--- src/logic/structures.sv ---
// shared core types
package structures;

    localparam int XLEN = 32;  // data and register width

    typedef enum logic [5:0] {
        SPECIAL = 6'h00,  // r-type, decoded by funct
        BEQ     = 6'h04,
        ADDIU   = 6'h09,
        LUI     = 6'h0f,
        LW      = 6'h23,
        SW      = 6'h2b
    } opcode_t;

    typedef enum logic [5:0] {
        ADDU = 6'h21,
        SUBU = 6'h23,
        AND  = 6'h24,
        OR   = 6'h25,
        SLT  = 6'h2a
    } funct_t;

    typedef struct packed {
        opcode_t    opcode;
        logic [4:0] rs;
        logic [4:0] rt;
        logic [4:0] rd;
        logic [4:0] shamt;  // unused by this core
        funct_t     funct;
    } r_fields_t;

    typedef struct packed {
        opcode_t     opcode;
        logic [4:0]  rs;
        logic [4:0]  rt;
        logic [15:0] imm;
    } i_fields_t;

    // one instruction word, two views
    typedef union packed {
        r_fields_t r;
        i_fields_t i;
    } inst_t;

    typedef enum logic [2:0] {
        ALU_ADD,
        ALU_SUB,
        ALU_AND,
        ALU_OR,
        ALU_SLT,
        ALU_LUI
    } alu_op_t;

    // where an execute operand comes from
    typedef enum logic [1:0] {
        FWD_NONE,
        FWD_EX,
        FWD_MEM
    } forward_type_t;

    typedef struct packed {
        logic            valid;
        logic [XLEN-1:0] pc4;
        inst_t           inst;
    } IF_regs_t;

    typedef struct packed {
        logic            valid;
        logic [XLEN-1:0] pc4;
        logic [XLEN-1:0] A_data;
        logic [XLEN-1:0] B_data;
        logic [XLEN-1:0] imm;  // sign extended
        logic [4:0]      rs;
        logic [4:0]      rt;
        logic [4:0]      W_regnum;
        logic            write_enable;
        alu_op_t         alu_op;
        logic            use_imm;
        logic            mem_read;
        logic            mem_write;
        logic            is_branch;
    } ID_regs_t;

    typedef struct packed {
        logic            valid;
        logic [XLEN-1:0] out;  // alu result or data address
        logic [XLEN-1:0] B_data;
        logic [4:0]      W_regnum;
        logic            write_enable;
        logic            mem_read;
        logic            mem_write;
    } EX_regs_t;

    // write-back values, kept one cycle for forwarding
    typedef struct packed {
        logic [XLEN-1:0] W_data;
        logic [4:0]      W_regnum;
        logic            write_enable;
    } MEM_regs_t;

endpackage
--- src/logic/core.sv ---
// pipelined core top level
`timescale 1ns/1ns

module core import structures::*; #(
    parameter logic [XLEN-1:0] PERIPHERAL_BASE = 32'h2000_0000,
    parameter int              SCRATCH_WORDS   = 64
) (
    input  logic        clock,
    input  logic        rst_n,

    // instruction port, combinational
    output logic [31:0] i_addr,
    input  logic [31:0] i_data,

    // peripheral data port
    output logic [31:0] d_addr,
    output logic [31:0] d_wdata,
    input  logic [31:0] d_rdata,
    output logic        d_we,
    output logic        d_valid,
    input  logic        d_ready
);
    IF_regs_t    IF_regs;
    ID_regs_t    ID_regs;
    EX_regs_t    EX_regs;
    MEM_regs_t   MEM_regs;
    logic        load_stall;
    logic        mem_busy;
    logic        branch_taken;
    logic [31:0] branch_target;

    core_fetch u_fetch (
        .clock         (clock),
        .rst_n         (rst_n),
        .load_stall    (load_stall),
        .mem_busy      (mem_busy),
        .branch_taken  (branch_taken),
        .branch_target (branch_target),
        .i_data        (i_data),
        .i_addr        (i_addr),
        .IF_regs       (IF_regs)
    );

    core_decode u_decode (
        .clock           (clock),
        .rst_n           (rst_n),
        .IF_regs         (IF_regs),
        .EX_load_pending (ID_regs.valid & ID_regs.mem_read),  // load now in execute
        .EX_W_regnum     (ID_regs.W_regnum),
        .mem_busy        (mem_busy),
        .flush           (branch_taken),
        .MEM_regs        (MEM_regs),
        .ID_regs         (ID_regs),
        .load_stall      (load_stall)
    );

    core_execute u_execute (
        .clock         (clock),
        .rst_n         (rst_n),
        .ID_regs       (ID_regs),
        .mem_busy      (mem_busy),
        .MEM_regs      (MEM_regs),
        .EX_regs       (EX_regs),
        .branch_taken  (branch_taken),
        .branch_target (branch_target)
    );

    core_memory #(
        .PERIPHERAL_BASE (PERIPHERAL_BASE),
        .SCRATCH_WORDS   (SCRATCH_WORDS)
    ) u_memory (
        .clock    (clock),
        .rst_n    (rst_n),
        .EX_regs  (EX_regs),
        .d_rdata  (d_rdata),
        .d_ready  (d_ready),
        .d_addr   (d_addr),
        .d_wdata  (d_wdata),
        .d_we     (d_we),
        .d_valid  (d_valid),
        .mem_busy (mem_busy),
        .MEM_regs (MEM_regs)
    );

endmodule

--- src/logic/core_decode.sv ---
// instruction decode and register file
`timescale 1ns/1ns

module core_decode import structures::*; (
    input  logic      clock,
    input  logic      rst_n,
    input  IF_regs_t  IF_regs,
    input  logic      EX_load_pending,  // load sitting in execute
    input  logic [4:0] EX_W_regnum,
    input  logic      mem_busy,
    input  logic      flush,
    input  MEM_regs_t MEM_regs,
    output ID_regs_t  ID_regs,
    output logic      load_stall
);
    logic [XLEN-1:0] rf [32];
    inst_t           inst;
    ID_regs_t        id_next;

    assign inst = IF_regs.inst;

    // register 0 reads zero, a same-cycle write wins
    function automatic logic [XLEN-1:0] read_reg(input logic [4:0] r,
                                                 input logic [XLEN-1:0] stored,
                                                 input MEM_regs_t wb);
        if (r == 5'd0)
            return '0;
        if (wb.write_enable && wb.W_regnum == r)
            return wb.W_data;
        return stored;
    endfunction

    always_ff @(posedge clock) begin
        if (MEM_regs.write_enable && MEM_regs.W_regnum != 5'd0 && !mem_busy)
            rf[MEM_regs.W_regnum] <= MEM_regs.W_data;
    end

    // consumer right behind a load waits one cycle
    assign load_stall = IF_regs.valid && EX_load_pending && EX_W_regnum != 5'd0 &&
                        (EX_W_regnum == inst.r.rs || EX_W_regnum == inst.r.rt);

    always_comb begin
        id_next              = '0;
        id_next.valid        = IF_regs.valid && !flush && !load_stall;  // else a bubble
        id_next.pc4          = IF_regs.pc4;
        id_next.A_data       = read_reg(inst.r.rs, rf[inst.r.rs], MEM_regs);
        id_next.B_data       = read_reg(inst.r.rt, rf[inst.r.rt], MEM_regs);
        id_next.imm          = {{(XLEN-16){inst.i.imm[15]}}, inst.i.imm};
        id_next.rs           = inst.r.rs;
        id_next.rt           = inst.r.rt;
        id_next.alu_op       = ALU_ADD;
        case (inst.r.opcode)
            SPECIAL: begin
                id_next.W_regnum     = inst.r.rd;
                id_next.write_enable = 1'b1;
                case (inst.r.funct)
                    ADDU:    id_next.alu_op = ALU_ADD;
                    SUBU:    id_next.alu_op = ALU_SUB;
                    AND:     id_next.alu_op = ALU_AND;
                    OR:      id_next.alu_op = ALU_OR;
                    SLT:     id_next.alu_op = ALU_SLT;
                    default: id_next.write_enable = 1'b0;  // unsupported funct is a nop
                endcase
            end
            ADDIU: begin
                id_next.W_regnum     = inst.i.rt;
                id_next.write_enable = 1'b1;
                id_next.use_imm      = 1'b1;
            end
            LUI: begin
                id_next.W_regnum     = inst.i.rt;
                id_next.write_enable = 1'b1;
                id_next.use_imm      = 1'b1;
                id_next.alu_op       = ALU_LUI;
            end
            LW: begin
                id_next.W_regnum     = inst.i.rt;
                id_next.write_enable = 1'b1;
                id_next.use_imm      = 1'b1;
                id_next.mem_read     = 1'b1;
            end
            SW: begin
                id_next.use_imm   = 1'b1;
                id_next.mem_write = 1'b1;
            end
            BEQ: begin
                id_next.is_branch = 1'b1;
                id_next.alu_op    = ALU_SUB;
            end
            default: ;  // anything else passes as a nop
        endcase
    end

    always_ff @(posedge clock) begin
        if (!rst_n)
            ID_regs.valid <= 1'b0;
        else if (!mem_busy)
            ID_regs <= id_next;
    end

endmodule

--- src/logic/core_execute.sv ---
// execute stage with forwarding and branch resolve
`timescale 1ns/1ns

module core_execute import structures::*; (
    input  logic         clock,
    input  logic         rst_n,
    input  ID_regs_t     ID_regs,
    input  logic         mem_busy,
    input  MEM_regs_t    MEM_regs,
    output EX_regs_t     EX_regs,
    output logic         branch_taken,
    output logic [31:0]  branch_target
);
    forward_type_t   fwd_a;
    forward_type_t   fwd_b;
    logic            ex_fwd_ok;
    logic            mem_fwd_ok;
    logic [XLEN-1:0] a_val;
    logic [XLEN-1:0] b_val;
    logic [XLEN-1:0] alu_b;
    logic [XLEN-1:0] alu_out;
    EX_regs_t        ex_next;

    // nearest producer first
    function automatic forward_type_t fwd_sel(input logic [4:0] src,
                                              input logic       ex_ok,
                                              input logic [4:0] ex_dst,
                                              input logic       mem_ok,
                                              input logic [4:0] mem_dst);
        if (src == 5'd0)
            return FWD_NONE;
        if (ex_ok && ex_dst == src)
            return FWD_EX;
        if (mem_ok && mem_dst == src)
            return FWD_MEM;
        return FWD_NONE;
    endfunction

    function automatic logic [XLEN-1:0] fwd_mux(input forward_type_t sel,
                                                input logic [XLEN-1:0] reg_val,
                                                input logic [XLEN-1:0] ex_val,
                                                input logic [XLEN-1:0] mem_val);
        case (sel)
            FWD_EX:  return ex_val;
            FWD_MEM: return mem_val;
            default: return reg_val;
        endcase
    endfunction

    // load data is not ready in EX_regs, the hazard stall covers that case
    assign ex_fwd_ok  = EX_regs.valid && EX_regs.write_enable && !EX_regs.mem_read;
    assign mem_fwd_ok = MEM_regs.write_enable;

    always_comb begin
        fwd_a = fwd_sel(ID_regs.rs, ex_fwd_ok, EX_regs.W_regnum, mem_fwd_ok, MEM_regs.W_regnum);
        fwd_b = fwd_sel(ID_regs.rt, ex_fwd_ok, EX_regs.W_regnum, mem_fwd_ok, MEM_regs.W_regnum);
        a_val = fwd_mux(fwd_a, ID_regs.A_data, EX_regs.out, MEM_regs.W_data);
        b_val = fwd_mux(fwd_b, ID_regs.B_data, EX_regs.out, MEM_regs.W_data);
    end

    assign alu_b = ID_regs.use_imm ? ID_regs.imm : b_val;

    always_comb begin
        case (ID_regs.alu_op)
            ALU_SUB: alu_out = a_val - alu_b;
            ALU_AND: alu_out = a_val & alu_b;
            ALU_OR:  alu_out = a_val | alu_b;
            ALU_SLT: alu_out = {{(XLEN-1){1'b0}}, $signed(a_val) < $signed(alu_b)};
            ALU_LUI: alu_out = {alu_b[15:0], 16'h0000};
            default: alu_out = a_val + alu_b;  // add, also address calc
        endcase
    end

    // beq compares the forwarded registers, not the alu output
    assign branch_taken  = ID_regs.valid && ID_regs.is_branch && (a_val == b_val);
    assign branch_target = ID_regs.pc4 + {ID_regs.imm[XLEN-3:0], 2'b00};

    always_comb begin
        ex_next              = '0;
        ex_next.valid        = ID_regs.valid;
        ex_next.out          = alu_out;
        ex_next.B_data       = b_val;  // store data
        ex_next.W_regnum     = ID_regs.W_regnum;
        ex_next.write_enable = ID_regs.write_enable;
        ex_next.mem_read     = ID_regs.mem_read;
        ex_next.mem_write    = ID_regs.mem_write;
    end

    always_ff @(posedge clock) begin
        if (!rst_n)
            EX_regs.valid <= 1'b0;
        else if (!mem_busy)
            EX_regs <= ex_next;
    end

endmodule

--- src/logic/core_fetch.sv ---
// instruction fetch stage
`timescale 1ns/1ns

module core_fetch import structures::*; (
    input  logic        clock,
    input  logic        rst_n,
    input  logic        load_stall,
    input  logic        mem_busy,
    input  logic        branch_taken,
    input  logic [31:0] branch_target,
    input  inst_t       i_data,
    output logic [31:0] i_addr,
    output IF_regs_t    IF_regs
);
    logic [31:0] pc;
    logic [31:0] pc4;

    assign pc4    = pc + 32'd4;
    assign i_addr = pc;  // instruction port answers in the same cycle

    always_ff @(posedge clock) begin
        if (!rst_n) begin
            pc            <= 32'd0;
            IF_regs.valid <= 1'b0;
        end else if (!mem_busy) begin  // peripheral wait freezes everything
            if (branch_taken) begin
                // redirect, drop the wrong-path fetch
                pc            <= branch_target;
                IF_regs.valid <= 1'b0;
            end else if (!load_stall) begin
                pc            <= pc4;
                IF_regs.valid <= 1'b1;
                IF_regs.pc4   <= pc4;
                IF_regs.inst  <= i_data;
            end
        end
    end

endmodule

--- src/logic/core_memory.sv ---
// memory access and write-back
`timescale 1ns/1ns

module core_memory import structures::*; #(
    parameter logic [XLEN-1:0] PERIPHERAL_BASE = 32'h2000_0000,
    parameter int              SCRATCH_WORDS   = 64
) (
    input  logic         clock,
    input  logic         rst_n,
    input  EX_regs_t     EX_regs,
    input  logic [31:0]  d_rdata,
    input  logic         d_ready,
    output logic [31:0]  d_addr,
    output logic [31:0]  d_wdata,
    output logic         d_we,
    output logic         d_valid,
    output logic         mem_busy,
    output MEM_regs_t    MEM_regs
);
    localparam int IDX_BITS = $clog2(SCRATCH_WORDS);

    logic [XLEN-1:0]     scratch [SCRATCH_WORDS];
    logic [IDX_BITS-1:0] scratch_idx;
    logic [XLEN-1:0]     scratch_rdata;
    logic                is_periph;
    logic                mem_access;
    logic [XLEN-1:0]     load_data;
    logic [XLEN-1:0]     wb_data;

    assign is_periph   = EX_regs.out >= PERIPHERAL_BASE;
    assign mem_access  = EX_regs.valid && (EX_regs.mem_read || EX_regs.mem_write);
    assign scratch_idx = EX_regs.out[IDX_BITS+1:2];  // word index

    // scratch RAM, read in the same cycle
    assign scratch_rdata = scratch[scratch_idx];

    always_ff @(posedge clock) begin
        if (mem_access && EX_regs.mem_write && !is_periph)
            scratch[scratch_idx] <= EX_regs.B_data;
    end

    // peripheral port, driven straight from EX_regs so it stays put while held
    assign d_valid  = mem_access && is_periph;
    assign d_addr   = EX_regs.out;
    assign d_wdata  = EX_regs.B_data;
    assign d_we     = EX_regs.mem_write;
    assign mem_busy = d_valid && !d_ready;  // pipeline freezes until ready

    assign load_data = is_periph ? d_rdata : scratch_rdata;
    assign wb_data   = EX_regs.mem_read ? load_data : EX_regs.out;

    // captured as the instruction leaves, so d_rdata is taken on the ready cycle
    always_ff @(posedge clock) begin
        if (!rst_n) begin
            MEM_regs.write_enable <= 1'b0;
        end else if (!mem_busy) begin
            MEM_regs.W_data       <= wb_data;
            MEM_regs.W_regnum     <= EX_regs.W_regnum;
            MEM_regs.write_enable <= EX_regs.valid && EX_regs.write_enable;
        end
    end

endmodule

--- config.mk ---
export PLATFORM = sky130hd
export DESIGN_NAME = core
export DESIGN_NICKNAME = d
export VERILOG_FILES = /design/src/logic/structures.sv /design/src/logic/core.sv /design/src/logic/core_decode.sv /design/src/logic/core_execute.sv /design/src/logic/core_fetch.sv /design/src/logic/core_memory.sv
export SDC_FILE = /design/constraint.sdc
export NUM_CORES = 2
export LEC_CHECK = 0
export CORE_AREA = 2 2 771 773
export CTS_CLUSTER_SIZE = 24
export DETAILED_ROUTE_END_ITERATION = 7
export DIE_AREA = 0 0 773 775
export DONT_BUFFER_PORTS = 1
export HOLD_SLACK_MARGIN = 0.03
export PLACE_DENSITY = 0.49
export SLEW_MARGIN = 0
export SYNTH_ARGS = -nofsm -noshare
export SYNTH_HDL_FRONTEND = slang
export SYNTH_SLANG_ARGS = --single-unit
export TNS_END_PERCENT = 20
--- constraint.sdc ---
create_clock -name clock -period 9.59 [get_ports clock]
set_input_delay 0.959 -clock clock [delete_from_list [all_inputs] [get_ports clock]]
set_output_delay 0.959 -clock clock [all_outputs]
set_load 0.01 [all_outputs]
Word-level counts from Yosys, hierarchy flattened
Memory sizes are Yosys's and may differ from the RTL's. A register that Yosys moved wholly into a read port is not among the register bits.
Index checks and enable logic that the tools add are counted.
{"block": "op_classes", "addsub": 4, "magnitude_cmp": 2, "n_eq_ne": 29, "muxes": 63, "n_bitwise": 6, "reduce_logical": 43}
{"operator": "two-way mux 32 bit", "count": 13}
{"operator": "one-hot mux 32 bit (5 select lines)", "count": 1}
{"operator": "one-hot mux 32 bit (2 select lines)", "count": 2}
{"operator": "two-way mux 65 bit", "count": 1}
{"operator": "adder 32 bit", "count": 2}
{"operator": "equality test 6 bit, second input constant", "count": 7}
{"operator": "equality test 5 bit", "count": 8}
{"operator": "adder 32 x 3 -> 32 bit, second input constant", "count": 1}
{"operator": "AND 32 bit", "count": 1}
{"operator": "equality test 32 bit", "count": 1}
{"operator": "greater-or-equal comparator 32 x 30 -> 1 bit, second input constant", "count": 1}
{"operator": "less-than comparator 32 bit", "count": 1}
{"operator": "bitwise OR 32 bit", "count": 1}
{"operator": "subtractor 32 bit", "count": 1}
{"operator": "two-way mux 1 bit", "count": 28}
{"operator": "two-way mux 2 bit", "count": 12}
{"operator": "logical AND 1 bit", "count": 22}
{"operator": "zero test 5 bit", "count": 4}
{"operator": "equality test 6 x 4 -> 1 bit, second input constant", "count": 2}
{"operator": "one-hot mux 3 bit (4 select lines)", "count": 1}
{"operator": "one-hot mux 6 bit (2 select lines)", "count": 1}
{"operator": "two-way mux 5 bit", "count": 2}
{"operator": "nonzero test 5 bit", "count": 2}
{"operator": "one-hot mux 3 bit (3 select lines)", "count": 1}
{"operator": "other kinds (18)", "count": 31}
{"block": "totals", "register_bits": 344, "mem_bits_rw": 3072, "input_bits": 67, "output_inout_bits": 98, "elab_cells": 177, "mem_count": 2}
{"name": "u_memory.scratch", "words": 64, "width": 32, "rd": 1, "rd_clocked_by_memory_dff": 1, "wr": 1, "line_no": "core_memory.sv:22", "rtl": "logic [XLEN-1:0] scratch [SCRATCH_WORDS];"}
{"name": "u_decode.rf", "words": 32, "width": 32, "rd": 2, "rd_clocked_by_memory_dff": 2, "wr": 1, "line_no": "core_decode.sv:16", "rtl": "logic [XLEN-1:0] rf [32];"}

Longest topological paths before layout
{"block": "logic_depth", "word_depth": 17, "mapped_depth": 26, "ltp_nobuf": 24}

Modules after synthesis
Synthesis repeated with hierarchy kept, for this count alone.
{"block": "hier_totals", "cells_unflattened": 9010, "hier_area_um2": 148591.3}
{"module": "core_memory", "instances": 1, "cells_each": 4255, "area_each_um2": 80633.6, "seq_area_each_um2": 62630.1}
{"module": "core_decode", "instances": 1, "cells_each": 2947, "area_each_um2": 52861.9, "seq_area_each_um2": 34823.4}
{"module": "core_execute", "instances": 1, "cells_each": 1500, "area_each_um2": 11069.4, "seq_area_each_um2": 2182.1}
{"module": "core_fetch", "instances": 1, "cells_each": 307, "area_each_um2": 4020.1, "seq_area_each_um2": 2582.5}
{"module": "core", "instances": 1, "cells_each": 1, "area_each_um2": 6.3, "seq_area_each_um2": 0.0}

Least setup slack after synthesis
OpenSTA, ideal clock, no wires.
{"block": "synth_path", "path_type": "input port to flip-flop", "start": "input d_ready", "end": "register, netlist name u_decode.ID_regs[0]", "setup_time_ns": 2.137, "arrival_ns": 6.113, "required_time_ns": 7.453, "setup_slack_ns": 1.340, "cell_stages": 4, "n_path_buf": 1, "cell_sequence": "or3_1 > clkbuf_1 > nand2_1 > clkinv_1"}
{"block": "synth_via", "elab_chain_len": 4}
{"item": "from (decl)", "line_no": "core.sv:21", "rtl": "input logic d_ready"}
{"item": "zero test 1 bit", "line_no": "core_memory.sv:47", "rtl": "assign mem_busy = d_valid && !d_ready;"}
{"item": "logical AND 1 bit", "line_no": "core_memory.sv:47"}
{"item": "inverter 1 bit (no line)"}
{"item": "AND reduction 2 bit (no line)"}
Every way passes these cells.
A chain may end at the register's enable or synchronous reset.

Final worst setup path
{"block": "layout_path", "start": "register, netlist name u_decode.ID_regs[15]", "end": "register, netlist name u_execute.EX_regs[71]"}
{"block": "layout_via", "elab_chain_len": 13, "elab_cells_between_ends": 25, "cone_classes": "add/sub (2); eq/ne (4); mux (14); bitwise (2); reduce/logical (3)"}
{"item": "equality test 5 bit", "line_no": "core_execute.sv:34", "rtl": "if (mem_ok && mem_dst == src)"}
{"item": "logical AND 1 bit", "line_no": "core_execute.sv:34"}
{"item": "two-way mux 1 bit (2 in a row)", "line_no": "core_execute.sv:34"}
{"item": "two-way mux 1 bit", "line_no": "core_execute.sv:32", "rtl": "if (ex_ok && ex_dst == src)"}
{"item": "two-way mux 2 bit", "line_no": "core_execute.sv:36", "rtl": "return FWD_NONE;"}
{"item": "two-way mux 2 bit", "line_no": "core_execute.sv:34"}
{"item": "two-way mux 2 bit (*)", "line_no": "core_execute.sv:32"}
{"item": "equality test 2 bit or equality test 2 x 1 -> 1 bit (tied branches)", "line_no": "core_execute.sv:43", "rtl": "case (sel)"}
{"item": "one-hot mux 32 bit (2 select lines) (*)", "line_no": "core_execute.sv:43"}
{"item": "two-way mux 32 bit (*)", "line_no": "core_execute.sv:61", "rtl": "assign alu_b = ID_regs.use_imm ? ID_regs.imm : b_val;"}
{"item": "adder 32 bit, or another cell as far along", "line_no": "core_execute.sv:70", "rtl": "default: alu_out = a_val + alu_b;"}
{"item": "one-hot mux 32 bit (5 select lines) (*)", "line_no": "core_execute.sv:64", "rtl": "case (ID_regs.alu_op)"}
{"item": "net u_execute.alu_out[31]", "line_no": "core_execute.sv:21", "rtl": "logic [XLEN-1:0] alu_out;"}
The timed path passes the listed nets; every way through them passes the cells marked *. The select of a mux whose other input is x is not followed.

==> out/qor.csv <==
metric;value;unit
ANT nets after route;0;
Die H;775;µm
Avg Cell Area, Syn;20.2;µm²
TritonCTS clock tree;built;
vias per cell;4.95;
RSZ-0062 raised after global routing;no;
Core ar.;592000;µm²
Startpoint Class;register;
Clock Tree Buf Depth;4;
Worst Skew;0.103;ns
Placer Congestion;0.879;
Synth Instances;7264;
clk_lat worst skew;1.01;ns
TritonRoute pass-1 iters;6;
number of max-cap violations;0;
endpoints failing hold;0;
via count;77300;
largest net degree at the start of global routing;129;
Most used DFF post-synth;edfxtp_1;
placed cell areas;158000;µm²
highest routed metal layer;met5;
largest area contributor in the synthesized netlist;edfxtp_1;
endpoints failing setup;0;
Sw Pwr;10400;µW
crit path DAT;8.46;ns
top-count cell post-synth;edfxtp_1;
die width;773;µm
# port buffers;0;
root buffer cell;clkbuf_16;
Hold Crit Depth;0;
CTS sink cnt;3432;
layout cells sized above 1;29.6;%
WL met2;233000;µm
Setup Crit Path Kind;register to register;
Hold WS;0.118;ns
Max-slew headroom;9.24;%
worst r2r path cells;18;
final WL;480000;µm
Flop pwr share;46.1;%
area grow syn2layout;15.5;%
pwr dens;223;nW/µm²
Synth top area share;69.0;%
register area share after synthesis;69.7;%
static leakage;0.0520;µW
Comb pwr share;16.8;%
global route overflow;0;
Mapped Area;147000;µm²
initial antenna violation count;90;
Top-Level Pins;165;
Post CTS Setup Buffer Count;0;
Global Route Usage Sum;15.5;%
die area;599000;µm²
initial core utilization;24.9;%
metal3 WL;35500;µm
Reg clk slew, reported paths;0.06;ns
vias in the first global route;78600;
total CTS buffers;381;
Worst Setup EP;u_execute.EX_regs[71];
placed wire-length estimate;289000;µm
clock network fraction of total power;37.1;%
Ys Warns;0;
Max IR drop VDD;167;µV
H-tree depth;5;
worst hold path type;input port to register;
WL met1;197000;µm
outcome;completed;
design area;170000;µm²
Setup crit end kind;register;
1st-iter DRT viols;8448;
ys async rst share;0;%
CP Max Fanout;32;
Yosys reg bits;3432;
Yosys cell types;96;
EDFF count, synth;3380;
setup TNS;0;ns
FP Rows;283;
reg2reg start;u_decode.ID_regs[15];
global-route wire length before repair;657000;µm
WP data required;10.24;ns
fin crit period;7.80;ns
Slew @ Worst Pin;1.36;ns
synth top area cells;edfxtp_1 (69%), mux4_2 (20%), ha_1 (1.0%);
r2r setup slk;1.79;ns
reg-to-reg endpoint;u_execute.EX_regs[71];
Final Max Slew Viols;0;
switching share of power;27.5;%
Post-layout nets;7644;
Internal Power;27500;µW
Critical path origin;u_decode.ID_regs[15];
fraction of the cycle the final worst path needs;81.4;%
DRC;0;
routed len/inst;30.7;µm
fmax;0.128;GHz
Commonest cells post-synth;edfxtp_1 (3380), mux4_2 (1307), nor2_1 (350);
per-stage QoR:
| stage | total power, µW | utilization, % | std cells | worst slack [ns] |
|---|---|---|---|---|
| after global routing | 39100 | 28.7 | 15600 | 1.44 |
| after detailed placement | 24200 | 26.7 | 14900 | 2.16 |
| after floorplan | 21500 | - | 7295 | 1.34 |
| after global placement | 24100 | 26.7 | 14900 | 2.14 |
| after CTS | 38300 | 28.7 | 15600 | 2.06 |
| final | 37800 | 28.7 | 15600 | 1.79 |
sequential cells by signal, indices dropped and copies added (netlist names), named ones only:
signal	cells
u_memory.scratch	2048
u_decode.ID_regs	136
u_decode.rf	1024
u_execute.EX_regs	73
u_memory.MEM_regs	38
u_fetch.IF_regs	65
u_fetch.i_addr	32
area by class of cell:
| cell class | count | area [µm²] |
|---|---|---|
| Inverter | 164 | 624 |
| Clock buffer | 471 | 9950 |
| Tap cell | 7837 | 9810 |
| Sequential cell | 3432 | 103000 |
| Timing Repair Buffer | 276 | 2260 |
| Antenna cell | 34 | 85.1 |
| Multi-Input combinational cell | 3199 | 42600 |
| Fill cell | 57700 | 422000 |
| Clock inverter | 223 | 1840 |
what timing repair did:
item                                    4_1_cts  5_1_grt
resized for setup                             0        0
endpoints found under the setup margin        0        0
endpoints found under the hold margin         4        0
hold buffers                                  4        0
cell families (layout without fill, tap and decap cells):
logic type / after synthesis / count (layout) / share of synthesized area, %
XOR/XNOR: 135 / 135 / 0.804
adder cells (fa/ha/maj): 123 / 123 / 1.05
AND/OR/NAND/NOR: 758 / 758 / 2.34
multiplexers: 1406 / 1406 / 20.7
flip-flops: 3432 / 3432 / 69.7
buffers and inverters: 664 / 1134 / 1.91
other: 1 / 66 / 0.00255
AO/OA/AOI/OAI: 745 / 745 / 3.47
placed cells by master, fill, tap and decap left out, types with 14 or more instances in the layout:
master / count
xnor2_1: 84
buf_12: 14
clkbuf_16: 383
bufinv_16: 20
mux4_2: 1307
a21oi_1: 147
nor2_4: 98
dfxtp_1: 36
o22ai_1: 22
nor2_1: 253
a22oi_1: 18
diode_2: 34
nand2_1: 167
edfxtp_1: 3380
o221ai_1: 19
a211oi_1: 101
nand2b_1: 21
clkinv_1: 88
clkinv_2: 72
xor2_1: 51
a221o_1: 58
o211ai_1: 17
clkinvlp_4: 15
mux2i_1: 78
conb_1: 32
nor2b_1: 26
o21ai_0: 176
nor3_1: 28
ha_1: 118
inv_1: 160
clkbuf_1: 84
nand4_1: 26
nand3_1: 48
buf_4: 258
dfxtp_4: 15
mux2_2: 21
a31oi_1: 39
critical path: stages (launching register included):
cell      delay (ns)
edfxtp_1        0.43
xor2_1          0.19
or4_1           0.55
nor4_1          0.59
ha_2            0.69
inv_1           0.29
o21ai_0         0.63
o21ai_0         0.29
inv_1           0.15
ha_1            0.32
a221oi_1        0.43
o21ai_0         0.21
a41oi_1         0.64
a21oi_1         0.16
a211oi_1        0.90
a31oi_1         0.31
nor2_1          0.23
a21oi_1         0.11
o311a_1         0.36
per-layer routing:
metal	track usage, %	up-vias
met5	0	-
met4	4.21	18
met3	3.37	707
met2	25.9	2967
met1	20.3	42600
li1	-	31100
worst min path at each step:
stage / start / endpoint / slack, ns
5_1_grt: i_data[18] / u_fetch.IF_regs[18] / 0.06
6_report: i_data[18] / u_fetch.IF_regs[18] / 0.12
4_1_cts: i_data[11] / u_fetch.IF_regs[11] / 0.03
3_3_place_gp: u_fetch.IF_regs[32] / u_decode.ID_regs[119] / 0.40
3_5_place_dp: u_fetch.IF_regs[37] / u_decode.ID_regs[124] / 0.41
2_1_floorplan: u_fetch.IF_regs[32] / u_decode.ID_regs[119] / 0.40
power groups by stage:
| stage | Combinational, µW | Sequential, µW | Clock [µW] |
|---|---|---|---|
| floorplan | 3900 | 17600 | 0 |
| global placement | 6340 | 17800 | 0 |
| detailed placement | 6390 | 17800 | 0 |
| CTS | 6420 | 17500 | 14400 |
| global route | 6710 | 17500 | 14900 |
| finish | 6350 | 17500 | 14000 |
Power figures use the tool's default switching activity.
